## src/common/fpu_pkg.sv

```systemverilog
package fpu_pkg;

    // operand and result width
    localparam int WORD_W = 32;

    typedef logic [WORD_W-1:0] word_t;

    // single precision field layout
    localparam int MANT_W = 23;

    // biased exponent of 1.0
    localparam int EXP_BIAS = 127;

    // biased exponent of 2^31, where ftoi saturates
    localparam int EXP_INT_MAX = 158;

    localparam word_t INT_POS_MAX = 32'h7fff_ffff;
    localparam word_t INT_NEG_MAX = 32'h8000_0000;

    // func7 opcodes handled by the unit
    typedef enum logic [6:0] {
        FUNC7_FSGNJ = 7'h10,
        FUNC7_FCOMP = 7'h50,
        FUNC7_FTOI  = 7'h60,
        FUNC7_ITOF  = 7'h68,
        FUNC7_FMVI  = 7'h70,
        FUNC7_IMVF  = 7'h78
    } fpu_func7_e;

    // func3 for sign injection
    typedef enum logic [2:0] {
        SGNJ_J  = 3'd0,
        SGNJ_JN = 3'd1,
        SGNJ_JX = 3'd2
    } sgnj_mode_e;

    // func3 for comparison
    typedef enum logic [2:0] {
        CMP_FLE = 3'd0,
        CMP_FLT = 3'd1,
        CMP_FEQ = 3'd2
    } cmp_mode_e;

endpackage

```

## src/common/fpu_op_if.sv

```systemverilog
`timescale 1ns/1ps

interface fpu_op_if import fpu_pkg::*; ();

    // request side, from the control module
    logic        order;
    word_t       rs1;
    word_t       rs2;
    logic [2:0]  func3;
    // set for comparison, clear for sign injection
    logic        sel;

    // answer side, from the datapath unit
    logic        accepted;
    logic        done;
    word_t       rd;

    modport ctrl (
        output order, rs1, rs2, func3, sel,
        input  accepted, done, rd
    );

    modport unit (
        input  order, rs1, rs2, func3, sel,
        output accepted, done, rd
    );

endinterface

```

## src/hw/fp_sign_compare.sv

```systemverilog
`timescale 1ns/1ps

module fp_sign_compare import fpu_pkg::*; (
    fpu_op_if.unit op
);

    logic        sgn1;
    logic        sgn2;
    logic [30:0] mag1;
    logic [30:0] mag2;
    logic        sgn_res;
    logic        both_zero;
    logic        eq;
    logic        lt;
    logic        cmp_bit;

    assign sgn1 = op.rs1[31];
    assign sgn2 = op.rs2[31];
    assign mag1 = op.rs1[30:0];
    assign mag2 = op.rs2[30:0];

    // sign for fsgnj, fsgnjn, fsgnjx
    always_comb begin
        case (sgnj_mode_e'(op.func3))
            SGNJ_J:  sgn_res = sgn2;
            SGNJ_JN: sgn_res = ~sgn2;
            SGNJ_JX: sgn_res = sgn1 ^ sgn2;
            default: sgn_res = sgn1;
        endcase
    end

    // +0 and -0 compare equal
    assign both_zero = (mag1 == '0) && (mag2 == '0);
    assign eq = (op.rs1 == op.rs2) || both_zero;

    // sign and magnitude ordering
    always_comb begin
        if (sgn1 != sgn2) begin
            lt = sgn1 && !both_zero;
        end else if (sgn1) begin
            lt = mag1 > mag2;
        end else begin
            lt = mag1 < mag2;
        end
    end

    always_comb begin
        case (cmp_mode_e'(op.func3))
            CMP_FLE: cmp_bit = lt || eq;
            CMP_FLT: cmp_bit = lt;
            CMP_FEQ: cmp_bit = eq;
            default: cmp_bit = 1'b0;
        endcase
    end

    assign op.rd       = op.sel ? {31'b0, cmp_bit} : {sgn_res, mag1};
    // finishes in the order cycle
    assign op.accepted = op.order;
    assign op.done     = op.order;

endmodule

```

## src/convert/fp_itof.sv

```systemverilog
`timescale 1ns/1ps

module fp_itof import fpu_pkg::*; (
    input  logic   clk,
    input  logic   rst_n,
    fpu_op_if.unit op
);

    typedef enum logic {
        ITOF_IDLE,
        ITOF_NORM
    } itof_state_e;

    itof_state_e state_q;
    logic        sign_q;
    word_t       mag_q;
    logic [7:0]  exp_q;
    logic        norm_end;
    word_t       abs_in;

    assign abs_in = op.rs1[31] ? (~op.rs1 + word_t'(1)) : op.rs1;

    // leading one reached, or nothing to normalise
    assign norm_end = (state_q == ITOF_NORM) && (mag_q[31] || mag_q == '0);

    always_ff @(posedge clk or negedge rst_n) begin
        if (!rst_n) begin
            state_q <= ITOF_IDLE;
        end else begin
            case (state_q)
                ITOF_IDLE: if (op.order) state_q <= ITOF_NORM;
                ITOF_NORM: if (norm_end) state_q <= ITOF_IDLE;
                default:   state_q <= ITOF_IDLE;
            endcase
        end
    end

    // one bit per cycle, exponent counts down from 2^31
    always_ff @(posedge clk) begin
        if (state_q == ITOF_IDLE && op.order) begin
            sign_q <= op.rs1[31];
            mag_q  <= abs_in;
            exp_q  <= 8'(EXP_INT_MAX);
        end else if (state_q == ITOF_NORM && !norm_end) begin
            mag_q <= mag_q << 1;
            exp_q <= exp_q - 8'd1;
        end
    end

    assign op.accepted = op.order;
    assign op.done     = norm_end;
    // hidden bit dropped, low bits truncated
    assign op.rd       = (mag_q == '0) ? '0
                       : {sign_q, exp_q, mag_q[30 -: MANT_W]};

    // the control module never orders a busy converter
    a_order_when_idle: assert property (
        @(posedge clk) disable iff (!rst_n)
        op.order |-> (state_q == ITOF_IDLE)
    );

endmodule

```

## src/convert/fp_ftoi.sv

```systemverilog
`timescale 1ns/1ps

module fp_ftoi import fpu_pkg::*; (
    input  logic   clk,
    input  logic   rst_n,
    fpu_op_if.unit op
);

    logic        sign;
    logic [7:0]  exp;
    word_t       mant;
    word_t       mag;
    word_t       res;
    word_t       rd_q;
    logic        done_q;

    assign sign = op.rs1[31];
    assign exp  = op.rs1[30:23];
    // significand with hidden bit
    assign mant = {8'b0, 1'b1, op.rs1[MANT_W-1:0]};

    // integer part by aligning the binary point
    always_comb begin
        if (exp >= 8'(EXP_BIAS + MANT_W)) begin
            mag = mant << (exp - 8'(EXP_BIAS + MANT_W));
        end else begin
            mag = mant >> (8'(EXP_BIAS + MANT_W) - exp);
        end
    end

    always_comb begin
        if (exp < 8'(EXP_BIAS)) begin
            res = '0;
        end else if (exp >= 8'(EXP_INT_MAX)) begin
            res = sign ? INT_NEG_MAX : INT_POS_MAX;
        end else begin
            res = sign ? (~mag + word_t'(1)) : mag;
        end
    end

    always_ff @(posedge clk or negedge rst_n) begin
        if (!rst_n) begin
            done_q <= 1'b0;
        end else begin
            done_q <= op.order;
        end
    end

    always_ff @(posedge clk) begin
        if (op.order) rd_q <= res;
    end

    assign op.accepted = op.order;
    assign op.done     = done_q;
    assign op.rd       = rd_q;

endmodule

```

## src/hw/fpu_ctrl.sv

```systemverilog
`timescale 1ns/1ps

module fpu_ctrl import fpu_pkg::*; (
    input  logic       clk,
    input  logic       rst_n,

    input  logic       order,
    output logic       accepted,
    output logic       done,

    input  logic [2:0] func3,
    input  fpu_func7_e func7,
    input  word_t      rs1,
    input  word_t      rs2,
    output word_t      rd,

    fpu_op_if.ctrl     sc,
    fpu_op_if.ctrl     itof,
    fpu_op_if.ctrl     ftoi
);

    typedef enum logic {
        CTRL_IDLE,
        CTRL_BUSY
    } ctrl_state_e;

    ctrl_state_e state_q;
    logic        order_ok;
    logic        sc_hit;
    logic        itof_hit;
    logic        ftoi_hit;
    logic        mv_hit;
    logic        none_hit;
    logic        self_done;
    word_t       rd_next;
    word_t       rd_q;

    // orders only pass while nothing is in flight
    assign order_ok = (state_q == CTRL_IDLE) && order;

    always_comb begin
        sc_hit   = 1'b0;
        itof_hit = 1'b0;
        ftoi_hit = 1'b0;
        mv_hit   = 1'b0;
        none_hit = 1'b0;
        case (func7)
            FUNC7_FSGNJ, FUNC7_FCOMP: sc_hit = 1'b1;
            FUNC7_ITOF: itof_hit = 1'b1;
            FUNC7_FTOI: ftoi_hit = 1'b1;
            FUNC7_FMVI, FUNC7_IMVF: mv_hit = 1'b1;
            default: none_hit = 1'b1;
        endcase
    end

    // operands go to every unit, order only to the decoded one
    assign sc.order   = order_ok && sc_hit;
    assign sc.rs1     = rs1;
    assign sc.rs2     = rs2;
    assign sc.func3   = func3;
    assign sc.sel     = (func7 == FUNC7_FCOMP);

    assign itof.order = order_ok && itof_hit;
    assign itof.rs1   = rs1;
    assign itof.rs2   = rs2;
    assign itof.func3 = func3;
    assign itof.sel   = 1'b0;

    assign ftoi.order = order_ok && ftoi_hit;
    assign ftoi.rs1   = rs1;
    assign ftoi.rs2   = rs2;
    assign ftoi.func3 = func3;
    assign ftoi.sel   = 1'b0;

    // raw moves and unknown opcodes finish here in the order cycle
    assign self_done = order_ok && (mv_hit || none_hit);

    assign accepted = sc.accepted | itof.accepted | ftoi.accepted | self_done;
    assign done     = sc.done | itof.done | ftoi.done | self_done;

    always_comb begin
        if (sc.done) begin
            rd_next = sc.rd;
        end else if (itof.done) begin
            rd_next = itof.rd;
        end else if (ftoi.done) begin
            rd_next = ftoi.rd;
        end else if (self_done && mv_hit) begin
            rd_next = rs1;
        end else begin
            rd_next = '0;
        end
    end

    always_ff @(posedge clk or negedge rst_n) begin
        if (!rst_n) begin
            state_q <= CTRL_IDLE;
            rd_q    <= '0;
        end else begin
            if (done) begin
                state_q <= CTRL_IDLE;
                rd_q    <= rd_next;
            end else if (accepted) begin
                state_q <= CTRL_BUSY;
            end
        end
    end

    // live value in the done cycle, held value afterwards
    assign rd = done ? rd_next : rd_q;

    // a unit may only finish what it was given
    a_no_spurious_done: assert property (
        @(posedge clk) disable iff (!rst_n)
        (state_q == CTRL_IDLE && !order) |-> !done
    );

    a_single_done: assert property (
        @(posedge clk) disable iff (!rst_n)
        $onehot0({sc.done, itof.done, ftoi.done, self_done})
    );

endmodule

```

## src/hw/fpu.sv

```systemverilog
`timescale 1ns/1ps

module fpu import fpu_pkg::*; (
    input  logic       clk,
    input  logic       rst_n,

    input  logic       order,
    output logic       accepted,
    output logic       done,

    input  logic [2:0] func3,
    input  fpu_func7_e func7,
    input  word_t      rs1,
    input  word_t      rs2,

    output word_t      rd
);

    // one handshake channel per datapath unit
    fpu_op_if sc_if ();
    fpu_op_if itof_if ();
    fpu_op_if ftoi_if ();

    // decode, routing and result hold
    fpu_ctrl m_ctrl (
        .clk      (clk),
        .rst_n    (rst_n),
        .order    (order),
        .accepted (accepted),
        .done     (done),
        .func3    (func3),
        .func7    (func7),
        .rs1      (rs1),
        .rs2      (rs2),
        .rd       (rd),
        .sc       (sc_if.ctrl),
        .itof     (itof_if.ctrl),
        .ftoi     (ftoi_if.ctrl)
    );

    // fsgnj family and feq/flt/fle
    fp_sign_compare m_sign_compare (
        .op (sc_if.unit)
    );

    fp_itof m_itof (
        .clk   (clk),
        .rst_n (rst_n),
        .op    (itof_if.unit)
    );

    fp_ftoi m_ftoi (
        .clk   (clk),
        .rst_n (rst_n),
        .op    (ftoi_if.unit)
    );

endmodule

```

## config.mk

```make
export PLATFORM = sky130hd
export DESIGN_NAME = fpu
export DESIGN_NICKNAME = d
export VERILOG_FILES = /design/src/common/fpu_pkg.sv /design/src/common/fpu_op_if.sv /design/src/hw/fp_sign_compare.sv /design/src/convert/fp_itof.sv /design/src/convert/fp_ftoi.sv /design/src/hw/fpu_ctrl.sv /design/src/hw/fpu.sv
export SDC_FILE = /design/constraint.sdc
export NUM_CORES = 1
export LEC_CHECK = 0
export BUFFER_PORTS_ARGS = -buffer_cell sky130_fd_sc_hd__buf_2
export CAP_MARGIN = 20
export CORE_ASPECT_RATIO = 2
export CORE_UTILIZATION = 41
export DETAILED_ROUTE_END_ITERATION = 7
export SKIP_CTS_REPAIR_TIMING = 1
export SYNTH_ARGS = -nofsm -noshare
export SYNTH_HDL_FRONTEND = slang
export SYNTH_SLANG_ARGS = --single-unit
```

## constraint.sdc

```tcl
create_clock -name clk -period 4.9 [get_ports clk]
set_clock_uncertainty 0.2 [all_clocks]
set_input_delay 0.49 -clock clk [delete_from_list [all_inputs] [get_ports clk]]
set_output_delay 0.49 -clock clk [all_outputs]
set_load 0.005 [all_outputs]
```

* After elaboration in Yosys (flattened, before gate mapping)
Cells that the tools add are included.
Word-level totals: flip-flop bits (word level) 108, latch bits 0, bits in writable memories 0, ROM bits 0, input port bits 77, output and inout port bits 34, logic and storage cells 96, memories kept 0
Cells by class: add/sub/neg operators 5, multiply operators 0, divide/modulo/power cells 0, order comparisons 5, eq/ne operators 10, shift-type cells 2, mux-type cells 28, bitwise operators 12, reduce and logical (&&, ||, !) cells 26
Operators by type and width (count):
- 32-bit two-way mux | 14
- 32-bit by 1-bit adder with 32-bit output, second input constant | 2
- 32-bit inverter | 2
- 31-bit logical NOT | 2
- 7-bit equality test, second input constant | 5
- 32-bit equality test | 1
- 32-bit logical NOT | 1
- 24-bit by 8-bit left shift with 32-bit output | 1
- 24-bit by 8-bit right shift with 32-bit output | 1
- 31-bit > comparator | 1
- 31-bit less-than comparator | 1
- 8-bit greater-or-equal comparator, second input constant | 2
- 1-bit logical AND | 11
- 1-bit two-way mux | 11
- 8-bit by 7-bit less-than comparator with 1-bit output, second input constant | 1
- 8-bit by 1-bit subtractor with 8-bit output, second input constant | 1
- 8-bit subtractor, first input constant | 1
- 8-bit subtractor, second input constant | 1
- 7-bit by 5-bit equality test with 1-bit output, second input constant | 1
- 1-bit bitwise OR | 6
- 1-bit one-hot mux with 3 select lines | 2
- 6-bit OR reduction | 1
- 1-bit logical OR | 4
- 2-bit nonzero test | 2
- 9 further kinds | 13

* Depth between registers and ports, before layout
depth after elaboration 11, gate-level depth with buffers 23, mapped depth without buffers 15

* Hierarchy
Synthesis repeated with hierarchy kept, for this count alone.
Second synthesis, totals: cells, all modules 1639, area total of the unflattened synthesis 13874.6 um2
By module, submodules not included:
- fp_ftoi | times used 1, cells each 778, area each 6178.4 um2, sequential area each 985.9 um2
- fpu_ctrl | times used 1, cells each 379, area each 3626.0 um2, sequential area each 825.8 um2
- fp_itof | times used 1, cells each 296, area each 2795.2 um2, sequential area each 1176.1 um2
- fp_sign_compare | times used 1, cells each 186, area each 1275.0 um2, sequential area each 0.0 um2

* Least setup slack after synthesis
No wires, ideal clock.
path kind input to register, start point input rs1[23], end point register m_ftoi.rd_q[22], in the netlist m_ftoi.op.rd[22], data pin, library setup time 0.274 ns, arrival time 4.823 ns, data required time 4.426 ns, path slack -0.397 ns, stages 23, buffers on the path 8, path through buf_4 -> inv_1 -> clkbuf_1 -> buf_2 -> buf_1 -> ha_1 -> buf_6 -> buf_2 -> clkbuf_1 -> mux4_2 -> nand2_1 -> o21ai_1 -> nand2_1 -> a21oi_1 -> nor2_1 -> ha_1 -> inv_1 -> o31ai_1 -> nand4_1 -> clkbuf_1 -> nor4_1 -> xnor2_1 -> a221oi_1
On the way: longest elaborated chain between the ends 7
RTL lines:
- start: declaration | line fpu.sv:13 | input word_t rs1,
- 8-bit subtractor, on equally long branches | line fp_ftoi.sv:27, fp_ftoi.sv:25
- 24-bit by 8-bit right shift with 32-bit output or 24-bit by 8-bit left shift with 32-bit output (tied branches) | line fp_ftoi.sv:27, fp_ftoi.sv:25
- 32-bit two-way mux | line fp_ftoi.sv:24 | if (exp >= 8'(EXP_BIAS + MANT_W)) begin
- 32-bit inverter | line fp_ftoi.sv:37 | res = sign ? (~mag + word_t'(1)) : mag;
- 32-bit by 1-bit adder with 32-bit output | line fp_ftoi.sv:37
- 32-bit two-way mux | line fp_ftoi.sv:37
- 32-bit two-way mux | line fp_ftoi.sv:34 | end else if (exp >= 8'(EXP_INT_MAX)) begin
- end signal: assignment | line fp_ftoi.sv:50 | if (op.order) rd_q <= res;
- end: declaration | line fp_ftoi.sv:14 | word_t rd_q;
Parallel ways exist; a longest one is shown, timed or not. A chain may end at the register's enable or synchronous reset.

* Worst setup path after layout
start point input rs1[24], end point register m_ftoi.rd_q[31], in the netlist m_ftoi.op.rd[31], data pin
Same word-level chain as after synthesis.

==> out/qor.txt <==
outcome = completed
wirelength, routed = 54.6 mm
CTS tree = done
area added between synthesis and finish = 14.8%
H-tree depth = 3
die footprint = 29,600 sq um
cell count after synthesis = 1,469
Reg-to-Reg End = m_ctrl.rd_q[0]
# IOs = 111
clock-pin slew on the worst setup and hold paths = 80 ps
total gr overflow = 0
#FFs+latches synth = 108
Port Buf Inserts = 110
die height = 243 um
Register-to-Register Path Depth = 12
Vias/cell = 6.54
Cell Pwr Density = 220 nW/um^2
CP endpoint kind = register
fmax = 0.217 GHz
Least-Margin Pin Slew = 1120 ps
YS warnings = 0
TritonRoute pass-1 iters = 5
Synth Area in Simple Gates = 0.211
CP arrival = 4500 ps
Post-Synth Adder-Cell Area = 0.0433
max_cap viols = 0
initial DRC count = 1,022
vias in the first global route = 12.5k
Top Family by Delay on Critical Path = simple AND/OR/NAND/NOR gates
xor/xnor share of the synthesized area = 0.0375
element type at the critical path start = input port
chip width = 122 um
asr flop ratio synth = 0.324
Slew HR = 0.243
total track usage = 0.374
Core Area = 28,300 sq um
worst r2r src = m_itof.mag_q[21]
routed via count = 12.8k
CP Class = input port to register
CP max stage delay = 630 ps
fin crit share = 0.940
syn avg cell area = 8.07 sq um
final setup violation count = 0
combinational family with the most area after synthesis = compound AO/OA/AOI/OAI gates
top_reg_cell synth = edfxtp_1
Synth Area in Compound Gates = 0.260
worst path cell trace = buf_2, inv_1, buf_4, ha_4, buf_4, mux4_1, mux2i_1, nor3_1, o2bb2ai_2, a21oi_1, or3_1, or3_4, or4_1, mux2i_1, o311ai_0
register area share after synthesis = 0.252
FP Rows = 87
DRT antenna net count = 0
mux share of post-synthesis cell area = 0.122
global-route wire length before repair = 79.7 mm
Nets = 1,711
GPL Wtd Cong = 1.06
Post-synth EDFFs = 65
worst-path maximum fanout = 15
CTS max path bufs = 2
leakage power = 0.00565 uW
maximum vdd ir drop = 0.000184 V
Residual DRC = 0
fin crit period = 4610 ps
Root Buffer = clkbuf_16
RSZ-0062 raised after global routing = no
HP Class = input port to async pin
largest net degree at the start of global routing = 79
Pins Over Slew Limit = 0
post-place setup slack = -69.2 ps
fillcell total = 2,872
post-synthesis cell type count = 95
combined area of the multi-input logic cells = 8040 sq um
Syn Nets = 1,587
CTS Buf Count = 9
DP HPWL = 43.1 mm
Sequential Area = 2990 sq um
worst path bufs/invs = 4
total design power = 2990 uW
mapped cell area = 11,900 sq um
Sink Count = 108
fraction of layout cells with a size suffix above 1 = 0.218
WL per Instance = 28.0 um
WP data required = 4800 ps
Crit-path slowest cell = or4_1
initial antenna violation count = 2
R2R Setup Slk = 1200 ps
Initial Util = 0.419
Hold Fails Final Rpt = 0
clk_lat worst skew = 380 ps
final worst setup slack = 292 ps
where the power goes:
| part | internal [uW] | switching (uW) |
|---|---|---|
| clock | 351 | 371 |
| sequential | 987 | 10.4 |
| combinational | 499 | 776 |
metrics by stage:
step / instance area (sq um) / TNS [ps] / utilization / hold slack, ps / cells
3_5_place_dp: 13300 / -151 / 0.471 / 295 / 1937
5_1_grt: 13600 / 0 / 0.481 / 131 / 1954
4_1_cts: 13600 / 0 / 0.481 / 71.7 / 1953
2_1_floorplan: 11900 / 0 / - / -5.59 / 1469
6_report: 13600 / 0 / 0.481 / 44.2 / 1955
3_3_place_gp: 13300 / -118 / 0.471 / 281 / 1937
worst max-delay path by stage:
stage / start / end / cells past startpoint
finish: rs1[24] / m_ftoi.op.rd[31] / 15
global route: rs1[25] / m_ftoi.op.rd[7] / 14
detailed placement: rs1[24] / m_ftoi.op.rd[31] / 15
CTS: rs1[24] / m_ftoi.op.rd[31] / 15
global placement: rs1[24] / m_ftoi.op.rd[31] / 15
floorplan: rs1[23] / m_ftoi.op.rd[29] / 18
routing by layer:
layer / up-vias / part of all wire / global-route usage
met3: 222 / 0.052 / 0.0548
li1: 5800 / - / -
met1: 6168 / 0.32 / 0.363
met2: 590 / 0.51 / 0.654
met4: 2 / 0.11 / 0.356
met5: - / 0.00026 / 0
registers in the layout (all words and copies together) (netlist names):
name / cells
m_ctrl.rd_q: 32
m_ctrl.state_q: 1
m_ftoi.op.done: 1
m_ftoi.op.rd: 32
m_itof.exp_q: 8
m_itof.mag_q: 32
m_itof.sign_q: 1
m_itof.state_q: 1
kinds of logic after synthesis:
| family | after synthesis |
|---|---|
| compound gates | 460 |
| xor+xnor | 49 |
| fa+ha+maj | 41 |
| buf+inv | 205 |
| flops | 108 |
| mux | 98 |
| simple gates | 508 |
layout by cell type, fill, tap and decap left out, types with 29 or more instances in the layout:
master / count
edfxtp_1: 65
a31oi_1: 29
buf_2: 110
a22oi_1: 34
nor2_1: 95
nand3_1: 51
inv_1: 74
xnor2_1: 39
nor4_1: 29
o21ai_0: 142
nor3_1: 33
dfrtp_1: 34
nand2_1: 172
a21oi_1: 55
ha_1: 40
mux4_2: 33
mux2i_1: 36
buf_4: 131
synthesized netlist by cell type, drive strengths merged, types with 36 or more instances:
cell,instances,area (sq um)
nand2,172,646
o21ai,145,729
nor2,96,360
clkbuf,90,338
inv,74,278
edfxtp,65,1950
a21oi,56,284
nand3,52,265
buf,41,265
ha,41,513
xnor2,41,367
mux2i,36,360
layout make-up:
cell class              count  area share
clock buffers              10      0.0168
multi-input cells        1156       0.590
flip-flops and latches    108       0.220
diodes                      1    0.000184
well taps                 356      0.0327
inverters                  74      0.0204
repair buffers            244       0.117
clock inverters             6     0.00340
Note: power is estimated with default switching activity, not from simulation.
